`src/hw/plic_bus_pkg.sv`:
```
// CPU bus definitions for the interrupt controller
// Strobe bus word types, the request bundle and the register address map

package plic_bus_pkg;

	typedef logic [23:0] bus_addr_t;
	typedef logic [31:0] bus_data_t;

	// Raised by the CPU and held until ready
	typedef struct packed {
		logic      request;
		logic      rw;       // 1 means write
		bus_addr_t address;
		bus_data_t wdata;
	} bus_req_t;

	// Register map for the single hart context
	localparam bus_addr_t addr_priority_base = 24'h000000; // Source n at base + 4n
	localparam bus_addr_t addr_pending       = 24'h001000; // Read only, bits 1 to 4
	localparam bus_addr_t addr_enable        = 24'h002000; // Bits 1 to 4
	localparam bus_addr_t addr_threshold     = 24'h200000;
	localparam bus_addr_t addr_claim         = 24'h200004; // Read claims, write completes

endpackage

```
`src/hw/plic_pkg.sv`:
```
// Interrupt side definitions for the interrupt controller
// Source count, id and priority widths and the per-source types

package plic_pkg;

	localparam int num_sources    = 4;
	localparam int priority_width = 3;
	localparam int id_width       = 3;

	// One bit per source, bit 0 is source id 1
	typedef logic [num_sources-1:0] source_mask_t;

	// Zero means no source, 1 to 4 name a source
	typedef logic [id_width-1:0] source_id_t;

	// Zero means never interrupt
	typedef logic [priority_width-1:0] priority_t;

	// Entry 0 belongs to source id 1
	typedef priority_t [num_sources-1:0] priority_array_t;

endpackage

```
`src/hw/plic_arbiter.sv`:
```
`timescale 1ns/1ps

// Interrupt arbiter
// Picks the enabled pending source with the highest nonzero priority,
// lowest id on a tie, and raises the interrupt above the threshold

module plic_arbiter (
	input  plic_pkg::source_mask_t    i_pending,
	input  plic_pkg::source_mask_t    i_enable,
	input  plic_pkg::priority_array_t i_priorities,
	input  plic_pkg::priority_t       i_threshold,
	output plic_pkg::source_id_t      o_winner,
	output logic                      o_interrupt
);

	import plic_pkg::*;

	source_mask_t candidates;
	source_id_t   best_id;
	priority_t    best_priority;

	assign candidates = i_pending & i_enable;

	always_comb begin
		best_id       = '0;
		best_priority = '0;

		// Strict compare keeps the lowest id among equals
		for (int i = 0; i < num_sources; i++) begin
			if (candidates[i] && (i_priorities[i] > best_priority)) begin
				best_priority = i_priorities[i];
				best_id       = source_id_t'(i + 1);
			end
		end
	end

	// Winner is reported even at or below the threshold
	assign o_winner = best_id;

	assign o_interrupt = (best_id != '0) && (best_priority > i_threshold);

endmodule

```
`src/hw/plic_gateways.sv`:
```
`timescale 1ns/1ps

// Interrupt gateways
// Detects rising edges on the raw sources and latches them as pending.
// A source in service ignores new edges until it is completed.

module plic_gateways (
	input  logic                   i_clock,
	input  logic                   i_reset,
	input  plic_pkg::source_mask_t i_sources,       // Asynchronous raw inputs
	input  plic_pkg::source_mask_t i_enable,
	input  plic_pkg::source_mask_t i_claim_mask,
	input  plic_pkg::source_mask_t i_complete_mask,
	output plic_pkg::source_mask_t o_pending
);

	import plic_pkg::*;

	source_mask_t       sync_q;        // First capture of the raw inputs
	source_mask_t [1:0] history_q;     // Entry 0 is the newer sample
	source_mask_t       pending_q;
	source_mask_t       in_service_q;
	source_mask_t       rise_mask;
	source_mask_t       new_mask;

	// Low then high in the history
	always_comb begin
		rise_mask = history_q[0] & ~history_q[1];
		new_mask  = rise_mask & i_enable & ~in_service_q;
	end

	always_ff @(posedge i_clock) begin
		if (i_reset) begin
			sync_q       <= '0;
			history_q    <= '0;
			pending_q    <= '0;
			in_service_q <= '0;
		end
		else begin
			sync_q    <= i_sources;
			history_q <= {history_q[0], sync_q};

			// Claim wins over an edge arriving on the same cycle
			pending_q <= (pending_q | new_mask) & ~i_claim_mask;

			// Completion of an idle source has no effect
			in_service_q <= (in_service_q & ~i_complete_mask) | i_claim_mask;
		end
	end

	assign o_pending = pending_q;

endmodule

```
`src/hw/plic_regs.sv`:
```
`timescale 1ns/1ps

// Register block of the interrupt controller
// Answers the CPU strobe bus, holds priority, enable and threshold,
// and turns claim reads and completion writes into one-cycle masks

module plic_regs (
	input  logic                      i_clock,
	input  logic                      i_reset,
	input  plic_bus_pkg::bus_req_t    i_bus,
	input  plic_pkg::source_id_t      i_winner,
	input  plic_pkg::source_mask_t    i_pending,
	output plic_bus_pkg::bus_data_t   o_rdata,
	output logic                      o_ready,
	output plic_pkg::source_mask_t    o_enable,
	output plic_pkg::priority_array_t o_priorities,
	output plic_pkg::priority_t       o_threshold,
	output plic_pkg::source_mask_t    o_claim_mask,
	output plic_pkg::source_mask_t    o_complete_mask
);

	import plic_pkg::*;
	import plic_bus_pkg::*;

	source_mask_t    enable_q;
	priority_array_t priorities_q;
	priority_t       threshold_q;
	logic            accept;
	logic            do_read;
	logic            do_write;
	logic            hit_claim;
	bus_data_t       read_data;

	// Address of the priority register for mask index idx
	function automatic bus_addr_t priority_addr(input int idx);
		return addr_priority_base + bus_addr_t'(4 * (idx + 1));
	endfunction

	// One-hot mask for a source id, empty for 0 and ids past the last source
	function automatic source_mask_t id_to_mask(input source_id_t id);
		source_mask_t mask;
		for (int i = 0; i < num_sources; i++) begin
			mask[i] = (id == source_id_t'(i + 1));
		end
		return mask;
	endfunction

	always_comb begin
		accept    = i_bus.request && !o_ready;
		do_read   = accept && !i_bus.rw;
		do_write  = accept && i_bus.rw;
		hit_claim = (i_bus.address == addr_claim);
	end

	// Readback mux, unmapped addresses read as zero
	always_comb begin
		read_data = '0;
		for (int i = 0; i < num_sources; i++) begin
			if (i_bus.address == priority_addr(i)) begin
				read_data = bus_data_t'(priorities_q[i]);
			end
		end
		if (i_bus.address == addr_pending) begin
			read_data = bus_data_t'({i_pending, 1'b0});
		end
		else if (i_bus.address == addr_enable) begin
			read_data = bus_data_t'({enable_q, 1'b0});
		end
		else if (i_bus.address == addr_threshold) begin
			read_data = bus_data_t'(threshold_q);
		end
		else if (hit_claim) begin
			read_data = bus_data_t'(i_winner);   // Current best pending source
		end
	end

	always_ff @(posedge i_clock) begin
		if (i_reset) begin
			enable_q        <= '0;
			priorities_q    <= '0;
			threshold_q     <= '0;
			o_ready         <= 1'b0;
			o_rdata         <= '0;
			o_claim_mask    <= '0;
			o_complete_mask <= '0;
		end
		else begin
			o_ready         <= accept;
			o_rdata         <= do_read ? read_data : '0;
			o_claim_mask    <= '0;
			o_complete_mask <= '0;

			if (do_read && hit_claim) begin
				o_claim_mask <= id_to_mask(i_winner);   // Empty when nothing wins
			end

			if (do_write) begin
				for (int i = 0; i < num_sources; i++) begin
					if (i_bus.address == priority_addr(i)) begin
						priorities_q[i] <= i_bus.wdata[priority_width-1:0];
					end
				end
				if (i_bus.address == addr_enable) begin
					enable_q <= i_bus.wdata[num_sources:1];
				end
				if (i_bus.address == addr_threshold) begin
					threshold_q <= i_bus.wdata[priority_width-1:0];
				end
				if (hit_claim) begin
					o_complete_mask <= id_to_mask(i_bus.wdata[id_width-1:0]);
				end
			end
		end
	end

	assign o_enable     = enable_q;
	assign o_priorities = priorities_q;
	assign o_threshold  = threshold_q;

endmodule

```
`src/hw/plic_top.sv`:
```
`timescale 1ns/1ps

// Platform-level interrupt controller, four sources and one hart context
// Gateways and register block run side by side, the arbiter joins them

module plic_top (
	input  logic                    i_clock,
	input  logic                    i_reset,
	input  plic_pkg::source_mask_t  i_sources,
	input  plic_bus_pkg::bus_req_t  i_bus,
	output plic_bus_pkg::bus_data_t o_rdata,
	output logic                    o_ready,
	output logic                    o_interrupt
);

	import plic_pkg::*;

	source_mask_t    pending;
	source_mask_t    enable;
	source_mask_t    claim_mask;
	source_mask_t    complete_mask;
	priority_array_t priorities;
	priority_t       threshold;
	source_id_t      winner;

	plic_gateways plic_gateways_inst (
		.i_clock         (i_clock),
		.i_reset         (i_reset),
		.i_sources       (i_sources),
		.i_enable        (enable),
		.i_claim_mask    (claim_mask),
		.i_complete_mask (complete_mask),
		.o_pending       (pending)
	);

	plic_regs plic_regs_inst (
		.i_clock         (i_clock),
		.i_reset         (i_reset),
		.i_bus           (i_bus),
		.i_winner        (winner),
		.i_pending       (pending),
		.o_rdata         (o_rdata),
		.o_ready         (o_ready),
		.o_enable        (enable),
		.o_priorities    (priorities),
		.o_threshold     (threshold),
		.o_claim_mask    (claim_mask),
		.o_complete_mask (complete_mask)
	);

	plic_arbiter plic_arbiter_inst (
		.i_pending    (pending),
		.i_enable     (enable),
		.i_priorities (priorities),
		.i_threshold  (threshold),
		.o_winner     (winner),
		.o_interrupt  (o_interrupt)
	);

endmodule

```
`config.mk`:
```
export PLATFORM = sky130hd
export DESIGN_NAME = plic_top
export DESIGN_NICKNAME = d
export VERILOG_FILES = /design/src/hw/plic_bus_pkg.sv /design/src/hw/plic_pkg.sv /design/src/hw/plic_arbiter.sv /design/src/hw/plic_gateways.sv /design/src/hw/plic_regs.sv /design/src/hw/plic_top.sv
export SDC_FILE = /design/constraint.sdc
export NUM_CORES = 1
export LEC_CHECK = 0
export BUFFER_PORTS_ARGS = -buffer_cell sky130_fd_sc_hd__buf_2
export CELL_PAD_IN_SITES_DETAIL_PLACEMENT = 0
export CELL_PAD_IN_SITES_GLOBAL_PLACEMENT = 2
export CORE_ASPECT_RATIO = 0.7
export CORE_MARGIN = 2
export CORE_UTILIZATION = 29
export DETAILED_ROUTE_END_ITERATION = 7
export PLACE_DENSITY_LB_ADDON = 0.2
export SLEW_MARGIN = 20
export SYNTH_ARGS = -nofsm -noshare
export SYNTH_HDL_FRONTEND = slang
export SYNTH_SLANG_ARGS = --single-unit
```
`constraint.sdc`:
```
create_clock -name i_clock -period 6.8 [get_ports i_clock]
set_clock_uncertainty 0.1 [all_clocks]
set_input_delay 0.68 -clock i_clock [delete_from_list [all_inputs] [get_ports i_clock]]
set_output_delay 0.68 -clock i_clock [all_outputs]
set_load 0.01 [all_outputs]
```
# Word-level counts from Yosys, hierarchy flattened
# Index checks and enable logic that the tools add are counted.
# totals
input_bits,64
register_bits,80
# op_classes
eq_ne,16
magnitude_cmp,5
n_reduce_logical,23
n_mux,16
bitwise,16
# ops
op,n
$eq A24 B22 Y1 const B,2
$eq A24 B4 Y1 const B,2
$mux W3,10
$and A4 B4 Y4,6
$eq A24 B13 Y1 const B,1
$eq A24 B14 Y1 const B,1
$eq A24 B3 Y1 const B,1
$eq A24 B5 Y1 const B,1
$not A4 Y4,4
$mux W5,3
$eq A3 B2 Y1 const B,4
$gt A3 B3 Y1,4
$reduce_and A2 Y1,6
$logic_and A1 B1 Y1,9
$reduce_or A9 Y1,1
$or A4 B4 Y4,2
$eq A3 B1 Y1 const B,2
$eq A3 B3 Y1 const B,2
$mux W2,2
$not A1 Y1,4
$reduce_or A2 Y1,2
$reduce_or A4 Y1,1
$gt A3 B1 Y1 const B,1
$reduce_bool A3 Y1,1
other kinds (3),4

# Longest topological paths before layout
# Gate-level depths: netlist (run 1).
# logic_depth
word_depth,16
mapped_depth,25
mapped_depth_nobuf,23

# Hierarchy
# From an unflattened synthesis (run 1), not the netlist that was laid out.
# hier_totals
hier_cells,329
area_unflattened_um2,2916.5
# by_module_without_submodules
mod,n_inst,cells_per_inst,seq_area_each_um2,area_per_inst_um2
plic_regs,1,200,660.6,1765.4
plic_gateways,1,58,400.4,669.4
plic_arbiter,1,71,0.0,481.7

# Worst setup path after synthesis (run 1)
# No wires, ideal clock.
# synth_timing
path_kind,register to output
startpoint,reg plic_regs_inst.enable_q[0] (netlist: plic_regs_inst.o_enable[0])
endpoint,out o_interrupt
arrival_ns,4.904
stages_incl_launch_ff,26
slack_ns,1.116
path_cell_list,dfxtp_1 -> nand3_1 -> ha_1 -> nor2b_1 -> o311ai_0 -> nor2_1 -> o21a_1 -> ha_1 -> nor2b_1 -> o21ai_0 -> a21o_1 -> clkbuf_1 -> o211ai_1 -> o21ai_0 -> ha_1 -> nor2b_1 -> o311a_1 -> o211ai_1 -> clkbuf_1 -> o21a_1 -> o2bb2ai_1 -> ha_1 -> nor2b_1 -> o21a_1 -> o21ai_0 -> a41oi_1
# synth_between
elab_chain_cells,14
# synth_rtl
item,line,source
start: declaration,plic_regs.sv:25,source_mask_t enable_q;
start signal: assignment,plic_regs.sv:104,enable_q <= i_bus.wdata[num_sources:1];
$and A4 B4 Y4 *,plic_arbiter.sv:22,assign candidates = i_pending & i_enable;
$logic_and A1 B1 Y1 *,plic_arbiter.sv:30,if (candidates[i] && (i_priorities[i] > best_priority)) begin
$mux W3,plic_arbiter.sv:30,
$gt A3 B3 Y1,plic_arbiter.sv:30,
$logic_and A1 B1 Y1,plic_arbiter.sv:30,
$mux W3,plic_arbiter.sv:30,
$gt A3 B3 Y1,plic_arbiter.sv:30,
$logic_and A1 B1 Y1,plic_arbiter.sv:30,
$mux W3,plic_arbiter.sv:30,
$gt A3 B3 Y1,plic_arbiter.sv:30,
$logic_and A1 B1 Y1,plic_arbiter.sv:30,
$mux W3,plic_arbiter.sv:30,
$gt A3 B3 Y1 / $reduce_bool A3 Y1 (equally long branches),plic_arbiter.sv:40,assign o_interrupt = (best_id != '0) && (best_priority > i_threshold);
$logic_and A1 B1 Y1 *,plic_arbiter.sv:40,
end: declaration,plic_top.sv:13,output logic o_interrupt
# Every way passes the cells marked *; elsewhere a longest branch is shown, timed or not.

# Final worst setup path (run 1)
# layout_timing
startpoint,reg plic_gateways_inst.pending_q[0] (netlist: plic_gateways_inst.o_pending[0])
endpoint,out o_interrupt
# layout_between
elab_chain_cells,14
# layout_rtl
item,line,source
start: declaration,plic_gateways.sv:21,source_mask_t pending_q;
start signal: assignment,plic_gateways.sv:44,pending_q <= (pending_q | new_mask) & ~i_claim_mask;
$and A4 B4 Y4 *,plic_arbiter.sv:22,
$logic_and A1 B1 Y1 *,plic_arbiter.sv:30,
$mux W3,plic_arbiter.sv:30,
$gt A3 B3 Y1,plic_arbiter.sv:30,
$logic_and A1 B1 Y1,plic_arbiter.sv:30,
$mux W3,plic_arbiter.sv:30,
$gt A3 B3 Y1,plic_arbiter.sv:30,
$logic_and A1 B1 Y1,plic_arbiter.sv:30,
$mux W3,plic_arbiter.sv:30,
$gt A3 B3 Y1,plic_arbiter.sv:30,
$logic_and A1 B1 Y1,plic_arbiter.sv:30,
$mux W3,plic_arbiter.sv:30,
$gt A3 B3 Y1 / $reduce_bool A3 Y1 (equally long branches),plic_arbiter.sv:40,
$logic_and A1 B1 Y1 *,plic_arbiter.sv:40,
# Marks and branches as above.

==> impl_metrics.csv, run 1 <==
group,metric,value,unit
synth,yosysMostFrequentCell,"dfxtp_1",
synth,ys_warn_count,0,
synth,synth.mux.area_fraction,0.0818,
placement,numPortBuffers,43,
synth,synth_cells,333,
setup_path,critPathLaunchType,"register",
placement,post_dp_cell_area,3180,um^2
setup_path,crit_arrival,5.48,ns
die,initial_utilization,0.301,
setup_path,path_delay_family,"compound AO/OA/AOI/OAI gates",
setup_path,cp_slowest_stage_delay,0.40,ns
clock_tree,cts_sinks,53,
die,die_y,88.4,um
synth,yosysSeqAreaShare,0.359,
sta,maxSlewViolCount,0,
synth,synth_area_leaders,"dfxtp_1, mux2i_1, buf_4",
clock_tree,worst_setup_hold_path_clk_slew,0.07,ns
die,die_w,125,um
synth,async_flop_share,0,
sta,relSlewSlack,0.458,
setup_path,path_buf_inv,3,
sta,final.period_utilization,0.921,
setup_path,rr_startpoint,"plic_gateways_inst.o_pending[0]",
synth,ys.flop_type,"dfxtp_1",
clock_tree,root_buffer,"clkbuf_16",
power,vdd_drop_max,0.0764,mV
grt,grt_first_pass_wirelength,12800,um
detailed_routing,post_drt_wl_per_cell,16.2,um
detailed_routing,ant_nets,0,
final_layout,fillers,1064,
sta,fmax,160,MHz
synth,synth_top_cell_by_area,"dfxtp_1",
sta,fin_ws,0.537,ns
final_layout,final_area,3370,um^2
synth,ys_types,47,
die,pin_count,98,
final_layout,final_nets,447,
synth,synth_top_family_by_area,"simple AND/OR/NAND/NOR gates",
final_layout,ff_latch_area,1060,um^2
setup_path,endpoint_kind,"output pin",
detailed_routing,drc,0,
synth,synth_fa_ha_area_frac,0.0509,
grt,antenna_found_initial,0,
setup_path,worst_r2r_path_depth,20,
detailed_routing,drt_wl_total,8080,um
final_layout,multi_input_area,1690,um^2
clock_tree,clkLatencyLatePin,0.29,ns
setup_path,critical_path_required,6.02,ns
synth,synth_edf_count,0,
setup_path,crit_end,"o_interrupt",
synth,synth.avg_cell_area,8.86,um^2
setup_path,worstSetupPathDepth,25,
die,std_cell_rows,30,
grt,track_usage,0.152,
synth,netlist.area_leader.share,0.359,
sta,final.setup.tns,0,ns
detailed_routing,firstDrtPassIters,4,
grt,grt_max_degree,45,
final_layout,insertedDiodeCount,0,
status,status,"finished, final reports clean",
final_layout,layout-drive-gt1-share,0.175,
setup_path,path_class,"register to output pin",
synth,synth_compound_area_frac,0.136,
setup_path,r2r_slack,2.14,ns
detailed_routing,drtIter0Drc,135,
sta,tightest_slew,0.814,ns
synth,synth_simple_gate_area_share,0.265,
synth,synth_area,2950,um^2
worst_hold_path,hold_class,"register to register",
clock_tree,h-tree-depth,2,
synth,synthXorXnorAreaFrac,0,
grt,grt_pass1_vias,2240,
die,die_area,11000,um^2
placement,place.gp.congestion,0.858,
synth,synthTopCellsByCount,"dfxtp_1, nor2_1, buf_4",
placement,dp_slack,0.545,ns
power,power.density,196,nW/um^2
setup_path,worstSetupStartpoint,"plic_gateways_inst.o_pending[0]",
die,fp.coreArea,9800,um^2
setup_path,crit_fanout,9,
clock_tree,cts.path.max_buffers,2,
placement,hpwl,6220,um
setup_path,critPathSlowestCell,"dfxtp_2",
sta,setup_violations,0,
clock_tree,cts_tree,"done",
setup_path,r2r_end,"plic_regs_inst.o_claim_mask[0]",
detailed_routing,vias,2422,
job,max-cap-violations,0,
sta,hold_violations,0,
clock_tree,numCtsBuffers,5,
synth,synth_seq_cells,53,
power,p_leak,0.00136,uW
sta,rsz0062_at_grt,"no",
grt,grt_overflow,0,
detailed_routing,vias_per_cell,4.84,
final_layout,syn2layout_area_growth,14.3,%
sta,layout_min_cycle_time,6.26,ns
## how the worst min path moves through the flow
stage | startpoint | to | depth (start not counted)
3_3_place_gp | plic_regs_inst.o_claim_mask[3] | plic_gateways_inst.o_pending[3] | 1
4_1_cts | plic_regs_inst.o_claim_mask[3] | plic_gateways_inst.o_pending[3] | 1
5_1_grt | plic_regs_inst.o_claim_mask[2] | plic_gateways_inst.o_pending[2] | 1
6_report | plic_regs_inst.o_claim_mask[3] | plic_gateways_inst.o_pending[3] | 1
3_5_place_dp | plic_regs_inst.o_claim_mask[3] | plic_gateways_inst.o_pending[3] | 1
2_1_floorplan | plic_regs_inst.o_claim_mask[3] | plic_gateways_inst.o_pending[3] | 1
## what timing repair did
action                     in CTS  in global routing
hold buffers                    0                  0
buffers inserted                0                  1
gates resized for setup         0                  4
setup endpoints to repair       0                  1
## report_power, final
group,total (uW),internal [uW],switching [uW]
registers,314,313,0.957
logic,47.3,15.5,31.8
clock network,301,177,124
## area by class of cell
cell class,count,share of cell area
clock buffer,5,0.0371
sequential,53,0.315
timing repair buffer,47,0.0727
clock inverter,3,0.0141
tap,128,0.0475
multi-input combinational,252,0.500
inverter,12,0.0134
## per-layer routing
layer / routed length [um] / global-route usage
met5: 0 / 0
met2: 3030 / 0.211
met4: 41 / 0.0245
met3: 479 / 0.0351
met1: 4540 / 0.238
## cells in the final DEF (no fill, tap or decap), types with 12 or more instances in the layout
cell	netlist	layout
dfxtp_1	53	52
buf_2	4	43
nor2_1	34	34
conb_1	1	27
mux2i_1	23	23
nor2b_1	21	21
nand3_1	14	14
nor3_1	14	14
inv_1	12	12
ha_1	12	12
## stage by stage
stage / instances / util / hold WS (ns) / total power [uW]
2_1_floorplan: 359 / - / 0.298 / 360
3_3_place_gp: 491 / 0.325 / 0.316 / 369
3_5_place_dp: 491 / 0.325 / 0.316 / 369
4_1_cts: 499 / 0.343 / 0.328 / 669
5_1_grt: 500 / 0.344 / 0.352 / 690
6_report: 500 / 0.344 / 0.325 / 662
## cell families after synthesis
logic type      count (synthesis)
simple gates                  131
compound gates                 58
buf+inv                        54
flops                          53
mux                            24
fa+ha+maj                      12
other cells                     1
## worst reg2reg max path, stage by stage (launching register included)
cell and delay [ns]:
dfxtp_2 0.40, nand3_1 0.15, ha_1 0.33, nor2b_1 0.16
o311ai_2 0.27, nor2_1 0.10, buf_4 0.17, o21a_1 0.19
ha_1 0.30, nand3_1 0.10, nand3_1 0.13, a21o_2 0.28
o211ai_1 0.13, o21ai_0 0.15, ha_1 0.33, nor2b_1 0.13
o311a_1 0.30, o211ai_1 0.22, buf_4 0.23, nand3_1 0.15
nor4_1 0.24
## flip-flops by register name, indices dropped and copies added (netlist names)
signal,count
plic_gateways_inst.in_service_q,4
plic_gateways_inst.o_pending,4
plic_regs_inst.o_claim_mask,4
plic_regs_inst.o_threshold,3
plic_regs_inst.o_priorities,12
plic_regs_inst.o_rdata,5
plic_gateways_inst.sync_q,4
plic_regs_inst.o_ready,1
plic_regs_inst.o_enable,4
plic_regs_inst.o_complete_mask,4
plic_gateways_inst.history_q,8
Note: power is estimated with default switching activity, not from simulation.
==> inputs of run 2 (changes only) <==
ABC_AREA = 1   (was not set)
CORE_UTILIZATION = 27   (was 29)
==> run 2 against run 1 <==
Against the previous run:
- sequential share of layout area increased by 0.72 points
- global-route usage decreased by 1.7 points
- synthesized cell count up 17%
- critical path type unchanged
- fmax up 2.3%
- critical endpoint unchanged
- clock power barely moved
- sequential power about the same
- highest routed layer unchanged
- largest power group unchanged
- critical path depth increased by 5
==> impl_metrics.csv, run 2 <==
group,metric,value,unit
sta,final.period_utilization,0.901,
grt,grt_overflow,0,
die,fp.coreArea,10300,um^2
setup_path,critPathSlowestCell,"dfxtp_1",
detailed_routing,drt_wl_total,7460,um
final_layout,layout-drive-gt1-share,0.196,
detailed_routing,firstDrtPassIters,4,
clock_tree,h-tree-depth,2,
sta,tightest_slew,0.517,ns
setup_path,crit_arrival,5.34,ns
setup_path,critical_path_required,6.02,ns
synth,async_flop_share,0,
clock_tree,ctsResizeCount,0,
grt,met1_usage,0.215,
final_layout,largest_register_ffs,12,
detailed_routing,ant_nets,0,
grt,grt_pass1_vias,2282,
synth,synth_area_leaders,"dfxtp_1, nor2_1, buf_4",
sta,fmax,163,MHz
detailed_routing,post_drt_wl_per_cell,13.2,um
clock_tree,numCtsBuffers,5,
detailed_routing,drtIter0Drc,135,
clock_tree,worst_setup_hold_path_clk_slew,0.06,ns
grt,busiest_layer,"met1",
sta,fin_ws,0.676,ns
synth,ys.flop_type,"dfxtp_1",
synth,synthXorXnorAreaFrac,0,
synth,synth_seq_cells,53,
setup_path,crit_fanout,8,
grt,grt_first_pass_wirelength,12000,um
grt,grt_max_degree,28,
grt,grtUsageMet2,0.180,
power,power.density,199,nW/um^2
final_layout,insertedDiodeCount,0,
synth,ys_types,34,
sta,rsz0062_at_grt,"no",
final_layout,most-common-layout-cells,"nor2_1, dfxtp_1, inv_1",
grt,antenna_found_initial,0,
setup_path,crit_top_cell,"nand2_1",
die,std_cell_rows,31,
clock_tree,clkLatencyLatePin,0.30,ns
worst_hold_path,hold_class,"register to register",
synth,yosysSeqAreaShare,0.371,
synth,yosysMostFrequentCell,"nor2_1",
clock_tree,hold_buffers,0,
synth,synth.avg_cell_area,7.36,um^2
die,die_area,11500,um^2
synth,synth_simple_gate_area_share,0.289,
detailed_routing,vias,2470,
placement,dp_slack,0.986,ns
sta,layout_min_cycle_time,6.12,ns
synth,synth_edf_count,0,
clock_tree,cts.path.max_buffers,2,
job,max-cap-violations,0,
setup_path,endpoint_kind,"output pin",
synth,synthTopCellsByCount,"nor2_1, dfxtp_1, inv_1",
sta,relSlewSlack,0.655,
synth,synth_top_cell_by_area,"dfxtp_1",
placement,numPortBuffers,43,
setup_path,cp_slowest_stage_delay,0.44,ns
sta,hold_violations,0,
synth,synth.mux.area_fraction,0,
power,p_leak,0.00149,uW
synth,synth_cells,389,
sta,final.setup.tns,0,ns
grt,met3_usage,0.0310,
placement,hpwl,5950,um
die,die_y,90.1,um
clock_tree,post_cts_buffers,0,
detailed_routing,drc,0,
die,die_w,127,um
synth,synth_area,2860,um^2
status,status,"finished, final reports clean",
synth,synth_compound_area_frac,0.136,
detailed_routing,vias_per_cell,4.36,
clock_tree,cts_tree,"done",
grt,track_usage,0.135,
setup_path,critPathLaunchType,"register",
synth,ys_warn_count,0,
synth,synth_top_family_by_area,"simple AND/OR/NAND/NOR gates",
die,initial_utilization,0.277,
clock_tree,cts_sinks,53,
power,vdd_drop_max,0.0883,mV
final_layout,final_nets,509,
synth,synth_fa_ha_area_frac,0.0525,
synth,netlist.area_leader.share,0.371,
sta,setup_violations,0,
setup_path,path_class,"register to output pin",
placement,place.gp.congestion,0.765,
final_layout,syn2layout_area_growth,15.1,%
die,pin_count,98,
final_layout,final_common_cell,"nor2_1",
clock_tree,root_buffer,"clkbuf_16",
final_layout,fillers,1145,
sta,maxSlewViolCount,0,
[run 2: per-stage QoR]
stage | util | cell area, um^2 | power [uW] | hold WS (ns) | cells
2_1_floorplan | - | 2960 | 356 | 0.288 | 415
3_3_place_gp | 0.302 | 3120 | 361 | 0.292 | 558
3_5_place_dp | 0.302 | 3120 | 362 | 0.296 | 558
4_1_cts | 0.319 | 3290 | 661 | 0.306 | 566
5_1_grt | 0.319 | 3290 | 681 | 0.310 | 566
6_report | 0.319 | 3290 | 654 | 0.304 | 566
[run 2: final cells by class]
type	count	area, um^2	area share
clock inverter	2	37.5	0.0114
tap	132	165	0.0501
multi-input combinational	275	1470	0.445
clock buffer	6	139	0.0422
timing repair buffer	44	223	0.0676
inverter	54	203	0.0615
sequential	53	1060	0.322
[run 2: critical path: cells and delay by family, from the launching register on]
| family | cells | cell delay (ns) |
|---|---|---|
| adders and majority gates | 4 | 1.25 |
| buffers and inverters | 5 | 0.65 |
| DFF | 1 | 0.44 |
| AOI/OAI and AO/OA | 8 | 1.49 |
| and+or+nand+nor | 13 | 1.27 |
[run 2: per-layer routing]
metal  wire (um)  part of all wire
met4          65            0.0087
met3         416             0.056
met5           0                 0
met1        4120              0.55
met2        2860              0.38
[run 2: final timing paths]
kind,from,to,slack (ns),depth (start not counted)
worst max register to register,plic_regs_inst.o_enable[0],plic_regs_inst.o_rdata[1],1.87,31
worst max-delay path,plic_regs_inst.o_enable[0],o_interrupt,0.68,30
worst min-delay path,plic_gateways_inst.sync_q[2],plic_gateways_inst.history_q[2],0.30,2
worst min register to register,plic_gateways_inst.sync_q[2],plic_gateways_inst.history_q[2],0.30,2
[run 2: cell families after synthesis]
logic type / Yosys count
AOI/OAI and AO/OA: 70
adders and majority gates: 12
buffers and inverters: 87
DFF: 53
other: 1
and+or+nand+nor: 166
[run 2: power by group]
part,leakage (uW),switching (uW),internal [uW]
combinational,0.000974,28.1,12.1
clock,0.0000831,116,184
sequential,0.000429,0.958,313
==> inputs of run 3 (changes only) <==
CORE_MARGIN = 8   (was 2)
==> run 3 against run 2 <==
Against the previous run:
- via count rose by 0.12%
- clock power barely moved
- cell area did not move
- highest routed layer unchanged
- register-to-register slack improved by 0.04 ns
- hold slack got worse by 0.0012 ns
- largest power group unchanged
- first-iteration DRC count fell by 38%
- non-clock buffer count did not move
- critical endpoint unchanged
==> impl_metrics.csv, run 3 (synthesis results as in run 2) <==
group,metric,value,unit
grt,antenna_found_initial,0,
sta,hold_violations,0,
final_layout,layout-drive-gt1-share,0.196,
placement,place.gp.congestion,0.727,
die,std_cell_rows,31,
detailed_routing,vias,2473,
job,max-cap-violations,0,
detailed_routing,drc,0,
setup_path,path_delay_family,"compound AO/OA/AOI/OAI gates",
placement,numPortBuffers,43,
sta,rsz0062_at_grt,"no",
clock_tree,h-tree-depth,2,
clock_tree,root_buffer,"clkbuf_16",
clock_tree,cts_sinks,53,
final_layout,final_common_cell,"nor2_1",
setup_path,crit_top_cell,"nand2_1",
power,power.density,199,nW/um^2
grt,grt_max_degree,28,
worst_hold_path,hold_class,"register to register",
detailed_routing,vias_per_cell,4.37,
clock_tree,ctsResizeCount,0,
power,vdd_drop_max,0.119,mV
setup_path,crit_fanout,8,
setup_path,critical_path_required,6.02,ns
grt,grt_overflow,0,
final_layout,multi_input_area,1470,um^2
detailed_routing,ant_nets,0,
final_layout,insertedDiodeCount,0,
final_layout,fillers,1152,
die,die_w,139,um
setup_path,cp_slowest_stage_delay,0.43,ns
setup_path,path_buf_inv,5,
clock_tree,clkLatencyLatePin,0.30,ns
die,pin_count,98,
final_layout,most-common-layout-cells,"nor2_1, dfxtp_1, inv_1",
die,die_y,102,um
power,power,654,uW
sta,final.period_utilization,0.893,
sta,layout_min_cycle_time,6.07,ns
detailed_routing,drtIter0Drc,84,
setup_path,endpoint_kind,"output pin",
final_layout,final_nets,509,
die,fp.coreArea,10300,um^2
clock_tree,hold_buffers,0,
sta,maxSlewViolCount,0,
detailed_routing,post_drt_wl_per_cell,13.6,um
die,die_area,14200,um^2
sta,setup_violations,0,
setup_path,path_class,"register to output pin",
clock_tree,worst_setup_hold_path_clk_slew,0.07,ns
sta,relSlewSlack,0.638,
clock_tree,cts_tree,"done",
grt,grt_pass1_vias,2445,
detailed_routing,firstDrtPassIters,4,
clock_tree,cts.path.max_buffers,2,
sta,final.setup.tns,0,ns
setup_path,crit_arrival,5.29,ns
detailed_routing,drt_wl_total,7710,um
setup_path,critPathLaunchType,"register",
placement,hpwl,6270,um
die,initial_utilization,0.277,
setup_path,critPathSlowestCell,"dfxtp_1",
final_layout,syn2layout_area_growth,15.1,%
sta,fmax,165,MHz
grt,grt_first_pass_wirelength,12400,um
final_layout,ff_latch_area,1060,um^2
status,status,"finished, final reports clean",
grt,track_usage,0.112,
clock_tree,numCtsBuffers,5,
clock_tree,post_cts_buffers,0,
final_layout,largest_register_ffs,12,
power,p_leak,0.00149,uW
sta,tightest_slew,0.542,ns
run 3: cell counts in the layout (fill, tap and decap cells not counted):
Identical to the previous run, type by type.
run 3: layout make-up:
type / count / share of cell area
Clock buffer: 6 / 0.0422
Multi-Input combinational cell: 275 / 0.445
Tap cell: 132 / 0.0501
Sequential cell: 53 / 0.322
Timing Repair Buffer: 44 / 0.0676
Inverter: 54 / 0.0615
Clock inverter: 2 / 0.0114
run 3: final timing paths:
kind                           startpoint                         endpoint  slack [ns]  cells past startpoint
max            plic_regs_inst.o_enable[0]                      o_interrupt        0.73                     30
min          plic_gateways_inst.sync_q[3]  plic_gateways_inst.history_q[3]        0.30                      2
max reg2reg    plic_regs_inst.o_enable[0]        plic_regs_inst.o_rdata[1]        1.91                     31
min reg2reg  plic_gateways_inst.sync_q[3]  plic_gateways_inst.history_q[3]        0.30                      2
run 3: where the power goes:
group / switching (uW) / leakage, uW / total (uW) / internal, uW
Clock: 115 / 0.0000831 / 299 / 184
Sequential: 0.957 / 0.000429 / 314 / 313
Combinational: 28.4 / 0.000974 / 40.6 / 12.1
run 3: metrics by stage:
stage	setup WS (ns)	std cells	utilization	hold slack (ns)	area, um^2
2_1_floorplan	1.76	415	-	0.288	2960
3_3_place_gp	0.962	558	0.302	0.293	3120
3_5_place_dp	1.02	558	0.302	0.292	3120
4_1_cts	0.652	566	0.319	0.302	3290
5_1_grt	0.0539	566	0.319	0.340	3290
6_report	0.725	566	0.319	0.302	3290
run 3: per-layer routing:
layer  share of wire  GRT usage  wire, um  vias up
met1            0.55      0.155      4240     1106
met5               0          0         0        -
met4           0.012     0.0378        89        0
met2            0.40      0.164      3070       44
li1                -          -         -     1316
met3           0.040     0.0280       312        7
run 3: tightest hold or removal path: cells and delay by family, from the launching register on:
| family | cells | cell delay, ns |
|---|---|---|
| flip-flops | 1 | 0.30 |
| buffers and inverters | 1 | 0.04 |
| AND/OR/NAND/NOR | 1 | 0.03 |
